[src/hdl/rename_pkg.sv]
// register file sizes, RAT and free pool reset mapping, micro-op opcode classes
package rename_pkg;

    localparam int phys_regs = 16;
    localparam int pr_addr_w = 4;
    localparam int arch_regs = 10;
    localparam int pool_w = phys_regs - 2;           // bit k of the pool is physical register k+2
    localparam int rat_w = pr_addr_w * arch_regs;

    localparam logic [3:0] reg_pch = 4'd9;
    localparam logic [3:0] reg_pcl = 4'd8;

    // opcode lives in microop[23:20], anything not listed is a two destination op
    typedef enum logic [3:0] {
        op_load   = 4'hC,
        op_store  = 4'hD,
        op_term_a = 4'hE,
        op_term_b = 4'hF
    } op_class_e;

    // after reset each architectural register maps onto the physical register of the same number
    function automatic logic [rat_w-1:0] rat_identity();
        logic [rat_w-1:0] map;
        map = '0;
        for (int i = 0; i < arch_regs; i++) begin
            map[i * pr_addr_w +: pr_addr_w] = pr_addr_w'(i);
        end
        return map;
    endfunction

    localparam logic [rat_w-1:0] rat_reset = rat_identity();

    // physical registers arch_regs and up start out free
    localparam logic [pool_w-1:0] pool_reset = {pool_w{1'b1}} << (arch_regs - 2);

endpackage

[src/hdl/free_reg_picker.sv]
// priority encoder returning the lowest set bit of the free pool
`timescale 1ns/10ps

module free_reg_picker (
    input  logic [rename_pkg::pool_w-1:0]    pool,
    output logic                             any,
    output logic [rename_pkg::pr_addr_w-1:0] index
);

    assign any = |pool;

    // scan from the top so the lowest set bit is the last one written
    always_comb begin
        index = '0;
        for (int k = rename_pkg::pool_w - 1; k >= 0; k--) begin
            if (pool[k]) begin
                index = rename_pkg::pr_addr_w'(k);
            end
        end
    end

endmodule

[src/hdl/rename_cell.sv]
// one rename step, allocates a free physical register for a single destination
`timescale 1ns/10ps

module rename_cell (
    input  logic [3:0]                       arch_reg,
    input  logic [rename_pkg::pool_w-1:0]    free_pool,
    input  logic [rename_pkg::rat_w-1:0]     rat_aliases,
    output logic [rename_pkg::pool_w-1:0]    new_free_pool,
    output logic [rename_pkg::rat_w-1:0]     new_rat_aliases,
    output logic [rename_pkg::pr_addr_w-1:0] phys_reg,
    output logic [rename_pkg::pr_addr_w-1:0] old_reg,
    output logic                             phys_reg_valid
);

    logic                             pick_any;
    logic [rename_pkg::pr_addr_w-1:0] pick_index;
    logic                             does_rename;

    free_reg_picker u_picker (
        .pool  (free_pool),
        .any   (pick_any),
        .index (pick_index)
    );

    // 0 and 1 are hard-wired, 10 and up are not architectural registers at all
    assign does_rename = (arch_reg >= 4'd2) && (arch_reg < 4'(rename_pkg::arch_regs));

    assign phys_reg_valid = !does_rename || pick_any;

    always_comb begin
        new_free_pool = free_pool;
        new_rat_aliases = rat_aliases;
        if (does_rename) begin
            phys_reg = pick_index + 4'd2;            // pool bit 0 is physical register 2
            old_reg = rat_aliases[arch_reg * rename_pkg::pr_addr_w +: rename_pkg::pr_addr_w];
            new_free_pool[pick_index] = 1'b0;
            new_rat_aliases[arch_reg * rename_pkg::pr_addr_w +: rename_pkg::pr_addr_w] = phys_reg;
        end else begin
            phys_reg = (arch_reg < 4'd2) ? arch_reg : '0;
            old_reg = phys_reg;
        end
    end

endmodule

[src/hdl/renamer.sv]
// destination decode and two chained rename cells with all-or-nothing commit
`timescale 1ns/10ps

module renamer (
    input  logic                               microop_valid,
    input  logic [23:0]                        microop,
    input  logic [rename_pkg::pool_w-1:0]      free_pool,
    input  logic [rename_pkg::rat_w-1:0]       rat_aliases,
    output logic [rename_pkg::pool_w-1:0]      new_free_pool,
    output logic [rename_pkg::rat_w-1:0]       new_rat_aliases,
    output logic                               commit,
    output logic [7:0]                         dst_arch_regs,
    output logic [2*rename_pkg::pr_addr_w-1:0] dst_regs,
    output logic [2*rename_pkg::pr_addr_w-1:0] old_regs
);

    localparam int aw = rename_pkg::pr_addr_w;

    rename_pkg::op_class_e opcode;

    logic [rename_pkg::pool_w-1:0] pool_carry;
    logic [rename_pkg::pool_w-1:0] pool_done;
    logic [rename_pkg::rat_w-1:0]  rat_carry;
    logic [rename_pkg::rat_w-1:0]  rat_done;
    logic                          lo_valid;
    logic                          hi_valid;

    assign opcode = rename_pkg::op_class_e'(microop[23:20]);

    always_comb begin
        case (opcode)
            rename_pkg::op_load:   dst_arch_regs = {4'h0, microop[15:12]};
            rename_pkg::op_store:  dst_arch_regs = 8'h00;
            rename_pkg::op_term_a,
            rename_pkg::op_term_b: dst_arch_regs = {rename_pkg::reg_pch, rename_pkg::reg_pcl};
            default:               dst_arch_regs = microop[19:12];
        endcase
    end

    // low field goes first, the high field sees the pool and RAT it leaves behind
    rename_cell u_cell_lo (
        .arch_reg        (dst_arch_regs[3:0]),
        .free_pool       (free_pool),
        .rat_aliases     (rat_aliases),
        .new_free_pool   (pool_carry),
        .new_rat_aliases (rat_carry),
        .phys_reg        (dst_regs[aw-1:0]),
        .old_reg         (old_regs[aw-1:0]),
        .phys_reg_valid  (lo_valid)
    );

    rename_cell u_cell_hi (
        .arch_reg        (dst_arch_regs[7:4]),
        .free_pool       (pool_carry),
        .rat_aliases     (rat_carry),
        .new_free_pool   (pool_done),
        .new_rat_aliases (rat_done),
        .phys_reg        (dst_regs[2*aw-1:aw]),
        .old_reg         (old_regs[2*aw-1:aw]),
        .phys_reg_valid  (hi_valid)
    );

    assign commit = microop_valid && lo_valid && hi_valid;

    assign new_free_pool = commit ? pool_done : free_pool;    // a half-renamed op leaves no trace
    assign new_rat_aliases = commit ? rat_done : rat_aliases;

endmodule

[src/hdl/rename_state.sv]
// RAT and free pool registers with reset mapping and the retire-free path
`timescale 1ns/10ps

module rename_state (
    input  logic                             clk,
    input  logic                             arst_n,
    input  logic                             commit,
    input  logic [rename_pkg::pool_w-1:0]    new_free_pool,
    input  logic [rename_pkg::rat_w-1:0]     new_rat_aliases,
    input  logic                             free_valid,
    input  logic [rename_pkg::pr_addr_w-1:0] free_reg,
    output logic [rename_pkg::pool_w-1:0]    free_pool,
    output logic [rename_pkg::rat_w-1:0]     rat_aliases
);

    logic [rename_pkg::pool_w-1:0] freed_bit;
    logic [rename_pkg::pool_w-1:0] pool_next;
    logic [rename_pkg::rat_w-1:0]  rat_next;

    // retiring 0 or 1 would put a hard-wired register into the pool, drop it
    always_comb begin
        freed_bit = '0;
        if (free_valid && (free_reg >= 4'd2)) begin
            freed_bit[free_reg - 4'd2] = 1'b1;
        end
    end

    always_comb begin
        if (commit) begin
            pool_next = new_free_pool;
            rat_next = new_rat_aliases;
        end else begin
            pool_next = free_pool;
            rat_next = rat_aliases;
        end
        pool_next = pool_next | freed_bit;            // freed register shows up next cycle
    end

    always_ff @(posedge clk or negedge arst_n) begin
        if (!arst_n) begin
            free_pool <= rename_pkg::pool_reset;
            rat_aliases <= rename_pkg::rat_reset;
        end else begin
            free_pool <= pool_next;
            rat_aliases <= rat_next;
        end
    end

endmodule

[src/hdl/rename_top.sv]
// rename stage top level joining the combinational renamer and its state
`timescale 1ns/10ps

module rename_top (
    input  logic                               clk,
    input  logic                               arst_n,
    input  logic                               microop_valid,
    input  logic [23:0]                        microop,
    input  logic                               free_valid,
    input  logic [rename_pkg::pr_addr_w-1:0]   free_reg,
    output logic                               rename_valid,
    output logic [7:0]                         dst_arch_regs,
    output logic [2*rename_pkg::pr_addr_w-1:0] dst_regs,
    output logic [2*rename_pkg::pr_addr_w-1:0] old_regs
);

    logic [rename_pkg::pool_w-1:0] free_pool;
    logic [rename_pkg::rat_w-1:0]  rat_aliases;
    logic [rename_pkg::pool_w-1:0] new_free_pool;
    logic [rename_pkg::rat_w-1:0]  new_rat_aliases;
    logic                          commit;

    assign rename_valid = commit;

    renamer u_renamer (
        .microop_valid   (microop_valid),
        .microop         (microop),
        .free_pool       (free_pool),
        .rat_aliases     (rat_aliases),
        .new_free_pool   (new_free_pool),
        .new_rat_aliases (new_rat_aliases),
        .commit          (commit),
        .dst_arch_regs   (dst_arch_regs),
        .dst_regs        (dst_regs),
        .old_regs        (old_regs)
    );

    rename_state u_rename_state (
        .clk             (clk),
        .arst_n          (arst_n),
        .commit          (commit),
        .new_free_pool   (new_free_pool),
        .new_rat_aliases (new_rat_aliases),
        .free_valid      (free_valid),
        .free_reg        (free_reg),
        .free_pool       (free_pool),
        .rat_aliases     (rat_aliases)
    );

endmodule

[config.mk]
export PLATFORM = sky130hd
export DESIGN_NAME = rename_top
export DESIGN_NICKNAME = d
export VERILOG_FILES = /design/src/hdl/rename_pkg.sv /design/src/hdl/free_reg_picker.sv /design/src/hdl/rename_cell.sv /design/src/hdl/renamer.sv /design/src/hdl/rename_state.sv /design/src/hdl/rename_top.sv
export SDC_FILE = /design/constraint.sdc
export NUM_CORES = 1
export LEC_CHECK = 0
export ABC_CLOCK_PERIOD_IN_PS = 8000
export BUFFER_PORTS_ARGS = -buffer_cell sky130_fd_sc_hd__buf_4
export CORE_ASPECT_RATIO = 0.7
export CORE_UTILIZATION = 55
export DETAILED_ROUTE_END_ITERATION = 7
export GPL_TIMING_DRIVEN = 1
export PLACE_DENSITY = 0.76
export SLEW_MARGIN = 25
export SYNTH_ARGS = -nofsm -noshare
export SYNTH_HDL_FRONTEND = slang
export SYNTH_SLANG_ARGS = --single-unit
[constraint.sdc]
create_clock -name clk -period 8 [get_ports clk]
set_input_delay 0.4 -clock clk [delete_from_list [all_inputs] [get_ports clk]]
set_output_delay 0.4 -clock clk [all_outputs]
set_load 0.02 [all_outputs]
# == Word level (Yosys, flattened, before mapping) ==
# Cells that the tools add are included.
# totals
elab_cells,99
register_bits,54
in_bits,32
out_inout_bits,25
# classes
n_reduce_logical,15
addsub,5
bitwise_logic,5
n_eq_ne,4
muxes,49
n_shift,6
order_cmp,13
# ops
op,count
4-bit two-way mux,34
40-bit bitwise mux,2
40-bit two-way mux,2
4-bit by 34-bit variable shift with 40-bit output (first input constant),2
4-bit by 34-bit variable part select with 40-bit output,2
40-bit by 7-bit variable part select with 4-bit output,2
6-bit negator with 34-bit output,2
14-bit two-way mux,4
14-bit bitwise AND,2
14-bit NOT,2
14-bit OR reduction,2
8-bit one-hot mux with 3 select lines,1
4-bit == test (second input constant),4
4-bit by 5-bit < comparator with 1-bit output (second input constant),3
14-bit bitwise OR,1
1-bit demux with 4-bit select,3
4-bit by 1-bit greater-or-equal comparator with 1-bit output (second input constant),3
4-bit by 2-bit greater-or-equal comparator with 1-bit output (second input constant),3
4-bit by 2-bit adder with 4-bit output (second input constant),2
1-bit logical AND,8
4-bit by 2-bit < comparator with 1-bit output (second input constant),2
4-bit < comparator (second input constant),2
4-bit by 2-bit subtractor with 4-bit output (second input constant),1
1-bit two-way mux,3
3 further kinds,5

# == Longest topological paths before layout ==
# Gate-level depths: netlist of the first run.
# logic_depth
depth_word,44
depth_mapped,17
depth_no_buf,14

# == Cells and area by module ==
# A second synthesis of the first run with hierarchy kept.
# unflattened
cells_unflattened,629
area_unflattened_um2,5944.5
# by_module_without_submodules
mod,area_per_inst_um2,seq_area_each_um2,n_inst,cells_each
rename_state,2208.4,1377.6,1,146
rename_cell (u_renamer.u_cell_lo),1377.6,0.0,1,192
rename_cell (u_renamer.u_cell_hi),1271.2,0.0,1,168
renamer,789.5,0.0,1,73
free_reg_picker,148.9,0.0,2,25

# == Least setup slack after synthesis of the first run ==
# No wires, ideal clock.
# synth_path
kind,input to output
from,input port microop[21]
to,output port old_regs[5] (netlist bit)
slack_ns,3.821
stages,15
n_path_buf,2
t_arrival_ns,3.779
cell_sequence,o211ai_1 > nand2_1 > inv_1 > clkbuf_1 > clkbuf_1 > nor2_1 > ha_1 > nor3_1 > o21a_1 > o2111ai_1 > nor2_1 > a211oi_1 > a2111oi_0 > o31ai_1 > o211ai_1
# synth_between
elab_chain_cells,9
elab_cells_between_ends,21
cone_classes,1 x add/sub; 5 x order compare; 4 x eq/ne; 3 x shift; 5 x mux; 3 x reduce/logical
# synth_lines
item,line,source
start: declaration,rename_top.sv:8,"input logic [23:0] microop,"
4-bit == test,renamer.sv:31,case (opcode)
2-bit OR reduction,renamer.sv:31,
8-bit one-hot mux with 3 select lines *,renamer.sv:31,
net dst_arch_regs[0],rename_top.sv:12,"output logic [7:0] dst_arch_regs,"
6-bit negator with 34-bit output,rename_cell.sv:37,new_rat_aliases[arch_reg * rename_pkg::pr_addr_w +: rename_pkg::pr_addr_w] = phys_reg;
4-bit by 34-bit variable part select with 40-bit output / 4-bit by 34-bit variable shift with 40-bit output (equally long branches),rename_cell.sv:37,
40-bit bitwise mux,rename_cell.sv:37,
40-bit two-way mux *,rename_cell.sv:33,if (does_rename) begin
40-bit by 7-bit variable part select with 4-bit output *,rename_cell.sv:35,old_reg = rat_aliases[arch_reg * rename_pkg::pr_addr_w +: rename_pkg::pr_addr_w];
4-bit two-way mux *,rename_cell.sv:33,
end: declaration,rename_top.sv:14,output logic [2*rename_pkg::pr_addr_w-1:0] old_regs
# Mark *: on every way through the listed nets, which the timed path passes. The rest lies on a longest branch.

# == Worst setup path after layout of the first run ==
# layout_path
from,register u_rename_state.free_pool[10] (netlist bit)
to,output port dst_regs[7] (netlist bit)
# layout_between
elab_chain_cells,34
elab_cells_between_ends,35
cone_classes,1 x add/sub; 2 x order compare; 29 x mux; 2 x bitwise; 1 x reduce/logical
# layout_lines
item,line,source
start: declaration,rename_state.sv:12,"output logic [rename_pkg::pool_w-1:0] free_pool,"
start signal: assignment,rename_state.sv:41,free_pool <= rename_pkg::pool_reset;
start signal: assignment,rename_state.sv:44,free_pool <= pool_next;
4-bit two-way mux (11 in series),free_reg_picker.sv:16,if (pool[k]) begin
4-bit by 5-bit < comparator with 1-bit output (not written as such) / 4-bit by 1-bit greater-or-equal comparator with 1-bit output (equally long branches),rename_cell.sv:36,new_free_pool[pick_index] = 1'b0;
1-bit logical AND (not written as such),rename_cell.sv:36,
1-bit two-way mux (not written as such),rename_cell.sv:36,
1-bit demux with 4-bit select,rename_cell.sv:36,
14-bit NOT (no line),n/a,
14-bit bitwise AND (no line),n/a,
14-bit two-way mux *,rename_cell.sv:33,
4-bit two-way mux (13 in series),free_reg_picker.sv:16,
4-bit two-way mux *,free_reg_picker.sv:16,
4-bit by 2-bit adder with 4-bit output *,rename_cell.sv:34,phys_reg = pick_index + 4'd2;
4-bit two-way mux *,rename_cell.sv:33,
end: declaration,rename_top.sv:13,"output logic [2*rename_pkg::pr_addr_w-1:0] dst_regs,"
# Mark *: on every way between the ends. The rest lies on a longest branch, timed or not.

==> impl_metrics.env, run 1 <==
export IMPL_status="finished, final reports clean"
export IMPL_antenna_found_initial=0
export IMPL_fin_cells=798
export IMPL_grt_pass1_wl_um=29100
export IMPL_max_slew_worst_pin_slew_ns=0.921
export IMPL_place_area_mm2=0.00525
export IMPL_worstSetupStartpointType="register"
export IMPL_drt_initial_drc_count=962
export IMPL_slew_headroom_pct=38.1
export IMPL_finalSetupViolations=0
export IMPL_crit_path_max_fanout=15
export IMPL_postCtsSetupBuffers=0
export IMPL_finalNetCount=720
export IMPL_vias=5790
export IMPL_grt_max_degree=49
export IMPL_synth_top_cell_area_share_pct=14.2
export IMPL_synth_edf_count=0
export IMPL_combPwrFrac_pct=57.8
export IMPL_synthToLayoutAreaGrowth_pct=10.2
export IMPL_tns_ns=0
export IMPL_coreArea_mm2=0.00858
export IMPL_worstSetupPathType="register to primary output"
export IMPL_place_gp_congestion=1.04
export IMPL_maxSlewViolCount=0
export IMPL_rsz0062_at_grt="no"
export IMPL_crit_required_ns=7.60
export IMPL_fill_cells=800
export IMPL_synth_main_ff_cell="dfrtp_1"
export IMPL_grt_usage_pct=42.6
export IMPL_timing_final_crit_period_ns=5.35
export IMPL_synth_yosys_seq_area_share_pct=24.9
export IMPL_ctsResizeCount=0
export IMPL_wl_per_cell_um=24.5
export IMPL_ant_nets=0
export IMPL_finalCritPeriodShare_pct=66.8
export IMPL_fin_worst_skew_ns=0.00604
export IMPL_cts_buffers=5
export IMPL_clock_latency_ns=0.30
export IMPL_fmax_mhz=187
export IMPL_ys_async_sr_fraction_pct=100
export IMPL_die_h_um=81.2
export IMPL_finalPower_mw=1.67
export IMPL_ctsHoldBuffers=0
export IMPL_yosysUniqueCellTypes=82
export IMPL_p_leak_nw=2.13
export IMPL_switching_share_pct=51.8
export IMPL_io_buffers=44
export IMPL_final_common_cell="nand2_1"
export IMPL_rows=28
export IMPL_whs_ns=0.132
export IMPL_grt_overflow=0
export IMPL_postRouteWirelength_um=19600
export IMPL_cts_root_buf="clkbuf_16"
export IMPL_clock_sinks=48
export IMPL_path_clk_slew_ns=0.07
export IMPL_clock_power_share_pct=15.5
export IMPL_p_int_mw=0.807
export IMPL_stdcell_area_mm2=0.00543
export IMPL_syn_num_nets=702
export IMPL_synth_seq_cells=48
export IMPL_drc_errors=0
export IMPL_cts_path_max_buffers=2
export IMPL_synth_top_area_cell="dfrtp_1"
export IMPL_multiInputGateArea_mm2=0.00337
export IMPL_power_switching_mw=0.866
export IMPL_via_per_inst=7.26
export IMPL_die_area_mm2=0.00935
export IMPL_cts_tree="done"
export IMPL_syn_area_mm2=0.00493
export IMPL_synthTopCellsByArea="dfrtp_1, dfstp_2, nand2_1"
export IMPL_syn_area_per_cell_um2=7.48
export IMPL_p_per_area_mw_per_mm2=308
export IMPL_syn_inst=659
export IMPL_crit_arrival_ns=4.95
export IMPL_peakVddDrop_v=0.000198
export IMPL_yosysWarnings=0
export IMPL_dr_pass1_iters=6
export IMPL_drive_gt1_share_pct=16.5
export IMPL_final_cell_mix="nand2_1, nor2_1, buf_4"
export IMPL_max_cap_viol_count=0
export IMPL_start_util_pct=57.4
export IMPL_final_hold_viol_count=0
export IMPL_crit_path_end_kind="primary output"
export IMPL_post_place_cells=790
export IMPL_cts_max_level=2
export IMPL_seq_power_share_pct=26.6
export IMPL_seq_area_mm2=0.00123
export IMPL_hold_path_class="input port to async pin"
export IMPL_diodes=0
export IMPL_ios=57
export IMPL_dp_hpwl_um=14600
export IMPL_grt_pass1_vias=5080
export IMPL_die_w_um=115
-- sequential cells by signal, indices dropped and copies added, names as in the netlist --
register and count:
u_rename_state.free_pool 14, u_rename_state.rat_aliases 34
-- critical path, cell delays in order (launching register included) --
cell and delay [ns]:
dfstp_2 0.64, nor2_1 0.12, o31ai_2 0.39, nand2_2 0.25
inv_2 0.27, nand3_1 0.24, o22a_1 0.30, a211oi_1 0.44
or2_1 0.46, clkinv_2 0.42, ha_1 0.34, and3b_1 0.41
nor2_1 0.08, nor2_1 0.11, buf_4 0.15
-- path summary, 6_finish.rpt --
| kind | to | slack, ns | cells past startpoint | from |
|---|---|---|---|---|
| worst min register to register | u_rename_state.rat_aliases[1]$_DFFE_PN0P_ | 0.39 | 0 | u_rename_state.rat_aliases[1]$_DFFE_PN0P_ |
| worst max register to register | u_rename_state.rat_aliases[35]$_DFFE_PN1P_ | 3.04 | 13 | u_rename_state.free_pool[10]$_DFF_PN1_ |
| worst max-delay path | dst_regs[7] | 2.65 | 14 | u_rename_state.free_pool[10]$_DFF_PN1_ |
| min in group clk | u_rename_state.rat_aliases[1]$_DFFE_PN0P_ | 0.39 | 0 | u_rename_state.rat_aliases[1]$_DFFE_PN0P_ |
| worst min-delay path | u_rename_state.rat_aliases[32]$_DFFE_PN0P_ | 0.13 | 1 | arst_n |
| max in group asynchronous | u_rename_state.rat_aliases[24]$_DFFE_PN0P_ | 7.43 | 1 | arst_n |
-- through the flow --
stage               utilization (%)  setup WS, ns
finish                         63.3          2.65
global route                   63.3          2.51
CTS                            63.2          2.91
detailed placement             61.1          2.95
global placement               61.1          3.05
floorplan                         -          3.82
-- cell usage after synthesis (5+ instances only) --
master / number
o21ai_0: 42
a22o_1: 10
o2111ai_1: 6
nand4_1: 6
xnor2_1: 5
a31oi_1: 14
a211oi_1: 12
inv_1: 28
mux2i_1: 15
or3_1: 8
buf_6: 6
o22ai_1: 11
dfrtp_1: 28
o221ai_1: 5
a21oi_1: 33
nor3_1: 18
nand2_1: 81
o31a_1: 6
nand3_1: 23
clkbuf_1: 19
o21a_1: 9
and3_1: 5
o211ai_1: 15
nand2b_1: 9
a221o_1: 8
nor4_1: 5
ha_1: 11
o31ai_1: 5
buf_2: 14
nor2_1: 70
nor2b_1: 5
o21ai_1: 7
dfstp_2: 20
a211o_1: 5
-- cell type report --
type	count	area share [%]
clock buffers	6	2.56
clock inverters	2	0.714
inverters	33	2.30
multi-input cells	538	62.0
flip-flops and latches	48	22.6
well taps	120	2.76
repair buffers	51	7.05
-- routing by layer --
metal / global-route usage (%) / share of wire [%] / vias to the layer above
met5: 5.56 / 0.28 / -
met4: 13.8 / 3.0 / 2
met3: 18.5 / 18 / 58
met2: 55.0 / 37 / 519
met1: 61.1 / 42 / 2680
li1: - / - / 2531
-- cells by family (layout without fill, tap and decap cells) --
logic type / count (synthesis) / in the layout / synth area share, %
AOI/OAI and AO/OA: 244 / 244 / 35.4
xor gates and xnor gates: 5 / 5 / 0.888
adders and majority gates: 12 / 12 / 2.99
buffers and inverters: 73 / 92 / 6.93
DFF: 48 / 48 / 24.9
muxes: 19 / 19 / 3.96
and+or+nand+nor: 258 / 258 / 24.9
-- power groups by stage --
stage	clock network [mW]	logic, mW	registers (mW)
2_1_floorplan	0	0.628	0.384
3_3_place_gp	0	0.903	0.435
3_5_place_dp	0	0.913	0.440
4_1_cts	0.261	0.919	0.436
5_1_grt	0.270	1.01	0.449
6_report	0.260	0.967	0.446
Power figures use the tool's default switching activity.
==> run 2, diff against run 1 <==
--- a/config.mk
+++ b/config.mk
@@ -5,7 +5,8 @@
 export SDC_FILE = /design/constraint.sdc
 export NUM_CORES = 1
 export LEC_CHECK = 0
-export ABC_CLOCK_PERIOD_IN_PS = 8000
+export ABC_AREA = 1
+export ABC_CLOCK_PERIOD_IN_PS = 5550
 export BUFFER_PORTS_ARGS = -buffer_cell sky130_fd_sc_hd__buf_4
 export CORE_ASPECT_RATIO = 0.7
 export CORE_UTILIZATION = 55
==> constraint.sdc (replaced) <==
create_clock -name clk -period 5.55 [get_ports clk]
set_input_delay 0.2775 -clock clk [delete_from_list [all_inputs] [get_ports clk]]
set_output_delay 0.2775 -clock clk [all_outputs]
set_load 0.02 [all_outputs]
==> run 2 against run 1 <==
Clock power rose by 30%. Via count fell by 0.10%. Critical path depth rose by 7. Synthesized cell count rose by 23%. Core utilization rose by 1.5 points. Cell count rose by 21%. Hold slack got worse by 0.11 ns. Sequential power rose by 40%. Clock skew rose by 0.0015 ns. Cell area rose by 3.2%. Non-clock buffer count fell by 2. Count of clock-buffer cells in the layout did not move. Critical path type is now input port to primary output.
==> impl_metrics.env, run 2 <==
export IMPL_p_leak_nw=2.65
export IMPL_fill_cells=859
export IMPL_max_slew_worst_pin_slew_ns=0.839
export IMPL_drc_errors=0
export IMPL_synth_top_cell_area_share_pct=15.4
export IMPL_drt_initial_drc_count=776
export IMPL_regMostFlops="u_rename_state.rat_aliases"
export IMPL_synth_edf_count=0
export IMPL_largestRegisters="u_rename_state.rat_aliases x38, u_rename_state.free_pool x14"
export IMPL_dp_hpwl_um=14000
export IMPL_clock_latency_ns=0.30
export IMPL_finalPower_mw=2.70
export IMPL_tns_ns=0
export IMPL_syn_area_per_cell_um2=6.20
export IMPL_ys_top_cells_by_count="nand2_1, inv_1, nor2_1, o21ai_0, a21oi_1"
export IMPL_grt_pass1_vias=5105
export IMPL_r2r_start="u_rename_state.free_pool[10]$_DFF_PN1_"
export IMPL_maxSlewViolCount=0
export IMPL_combPwrFrac_pct=64.4
export IMPL_clock_power_share_pct=12.5
export IMPL_ios=57
export IMPL_via_per_inst=5.99
export IMPL_wl_per_cell_um=18.7
export IMPL_ctsResizeCount=0
export IMPL_yosysMostFrequentCell="nand2_1"
export IMPL_seq_power_share_pct=23.1
export IMPL_ant_nets=0
export IMPL_die_h_um=82.1
export IMPL_path_clk_slew_ns=0.07
export IMPL_vias=5784
export IMPL_antenna_found_initial=0
export IMPL_synthToLayoutAreaGrowth_pct=11.3
export IMPL_drive_gt1_share_pct=15.9
export IMPL_stdcell_area_mm2=0.00561
export IMPL_diodes=0
export IMPL_status="finished, final reports clean"
export IMPL_cts_path_max_buffers=2
export IMPL_yosysUniqueCellTypes=46
export IMPL_grt_max_degree=53
export IMPL_ctsHoldBuffers=0
export IMPL_timing_final_crit_period_ns=4.36
export IMPL_power_switching_mw=1.51
export IMPL_cts_buffers=5
export IMPL_finalCritPeriodShare_pct=78.5
export IMPL_synthTopCellsByArea="dfrtp_1, nand2_1, dfstp_2"
export IMPL_place_area_mm2=0.00545
export IMPL_rrSetupSlack_ns=1.43
export IMPL_cts_tree="done"
export IMPL_largest_reg_flops=38
export IMPL_start_util_pct=58.2
export IMPL_reg2regPathDepth=20
export IMPL_grt_pass1_wl_um=27200
export IMPL_crit_arrival_ns=4.08
export IMPL_syn_num_nets=855
export IMPL_coreArea_mm2=0.00865
export IMPL_synth_yosys_seq_area_share_pct=26.4
export IMPL_place_gp_congestion=1.01
export IMPL_worstSetupPathType="input port to primary output"
export IMPL_synth_main_ff_cell="dfrtp_1"
export IMPL_peakVddDrop_v=0.000336
export IMPL_p_per_area_mw_per_mm2=482
export IMPL_cts_max_level=2
export IMPL_final_hold_viol_count=0
export IMPL_die_w_um=116
export IMPL_crit_path_max_fanout=9
export IMPL_dr_pass1_iters=6
export IMPL_grt_usage_pct=38.9
export IMPL_hold_path_class="input port to async pin"
export IMPL_rows=28
export IMPL_slew_headroom_pct=44.0
export IMPL_syn_inst=812
export IMPL_finalNetCount=887
export IMPL_crit_path_end_kind="primary output"
export IMPL_crit_required_ns=5.27
export IMPL_synth_top_area_cell="dfrtp_1"
export IMPL_fmax_mhz=229
export IMPL_worstSetupStartpointType="input port"
export IMPL_finalSetupViolations=0
export IMPL_syn_area_mm2=0.00504
export IMPL_r2r_end="u_rename_state.rat_aliases[6]$_DFFE_PN0P_"
export IMPL_max_cap_viol_count=0
export IMPL_synth_seq_cells=52
export IMPL_postRouteWirelength_um=18000
export IMPL_final_common_cell="nand2_1"
export IMPL_rsz0062_at_grt="no"
export IMPL_p_int_mw=1.20
export IMPL_ys_async_sr_fraction_pct=100
export IMPL_grt_overflow=0
export IMPL_fin_worst_skew_ns=0.00753
export IMPL_yosysWarnings=0
export IMPL_clock_sinks=52
export IMPL_final_cell_mix="nand2_1, inv_1, nor2_1"
export IMPL_die_area_mm2=0.00955
export IMPL_switching_share_pct=55.8
export IMPL_io_buffers=44
export IMPL_cts_root_buf="clkbuf_16"
export IMPL_postCtsSetupBuffers=0
==> run 2: changes by cell type after synthesis, sizes merged, moves of 10 or more <==
cell,delta
a211oi,-12
a21oi,+18
a22o,-10
a31oi,-11
inv,+101
mux2i,-14
nand2,+111
nand3,+20
nor2,+41
o21ai,+40
==> run 2: critical path, cell delays in order <==
cell and delay (ns):
buf_4 0.11, nand2_2 0.11, inv_2 0.08, nand2_2 0.12, nand2_4 0.08, nor2_4 0.28, inv_1 0.12, ha_1 0.47
clkinv_1 0.42, nor2_1 0.21, inv_1 0.12, nor2_1 0.33, inv_1 0.18, nor3_1 0.24, a21oi_1 0.10, nor2_1 0.14
o221ai_1 0.12, nand3_1 0.14, o211ai_1 0.11, o21ai_0 0.14, buf_4 0.19
==> run 2: per-layer routing <==
layer | track usage, % | vias to the layer above | wire length, um
met4 | 7.56 | 0 | 333
met5 | 0 | - | 0
li1 | - | 2716 | -
met1 | 55.3 | 2594 | 7910
met2 | 52.3 | 425 | 6730
met3 | 18.7 | 49 | 3070
==> run 2: area by class of cell <==
cell class,instances,area (um2),area share [%]
Sequential cell,52,1330,23.7
Timing Repair Buffer,49,368,6.56
Clock inverter,2,13.8,0.246
Clock buffer,6,139,2.48
Tap cell,120,150,2.68
Multi-Input combinational cell,600,3100,55.2
Inverter,136,510,9.11
==> run 2: kinds of logic (layout without fill, tap and decap cells) <==
kind of cell,Yosys count,after routing,share of synthesized area [%]
muxes,1,1,0.199
DFF,52,52,26.4
and+or+nand+nor,391,391,35.7
AOI/OAI and AO/OA,194,194,22.1
adders and majority gates,11,11,2.73
xor gates and xnor gates,3,3,0.671
buffers and inverters,160,193,12.2
==> run 2: power by group through the flow <==
stage / clock (mW) / combinational [mW] / sequential (mW)
2_1_floorplan: 0 / 1.16 / 0.580
3_3_place_gp: 0 / 1.65 / 0.615
3_5_place_dp: 0 / 1.67 / 0.620
4_1_cts: 0.334 / 1.68 / 0.613
5_1_grt: 0.345 / 1.89 / 0.631
6_report: 0.337 / 1.74 / 0.625
==> run 2: metrics by stage <==
step,setup WS [ns],hold WS [ns],cells,utilization [%]
after global routing,1.09,0.0743,965,64.8
after floorplan,1.94,-0.0181,812,-
after CTS,1.44,0.0475,965,64.8
after detailed placement,1.45,0.363,957,63.0
after global placement,1.58,0.356,957,63.0
final,1.19,0.0222,965,64.8
==> run 2: worst max path at each step <==
| stage | start | endpoint | slack, ns | cells after the start |
|---|---|---|---|---|
| floorplan | microop[22] | old_regs[7] | 1.94 | 19 |
| global placement | microop[22] | old_regs[4] | 1.58 | 21 |
| detailed placement | microop[22] | old_regs[4] | 1.45 | 21 |
| CTS | microop[22] | old_regs[4] | 1.44 | 21 |
| global route | microop[22] | old_regs[4] | 1.09 | 21 |
| finish | microop[22] | old_regs[4] | 1.19 | 21 |
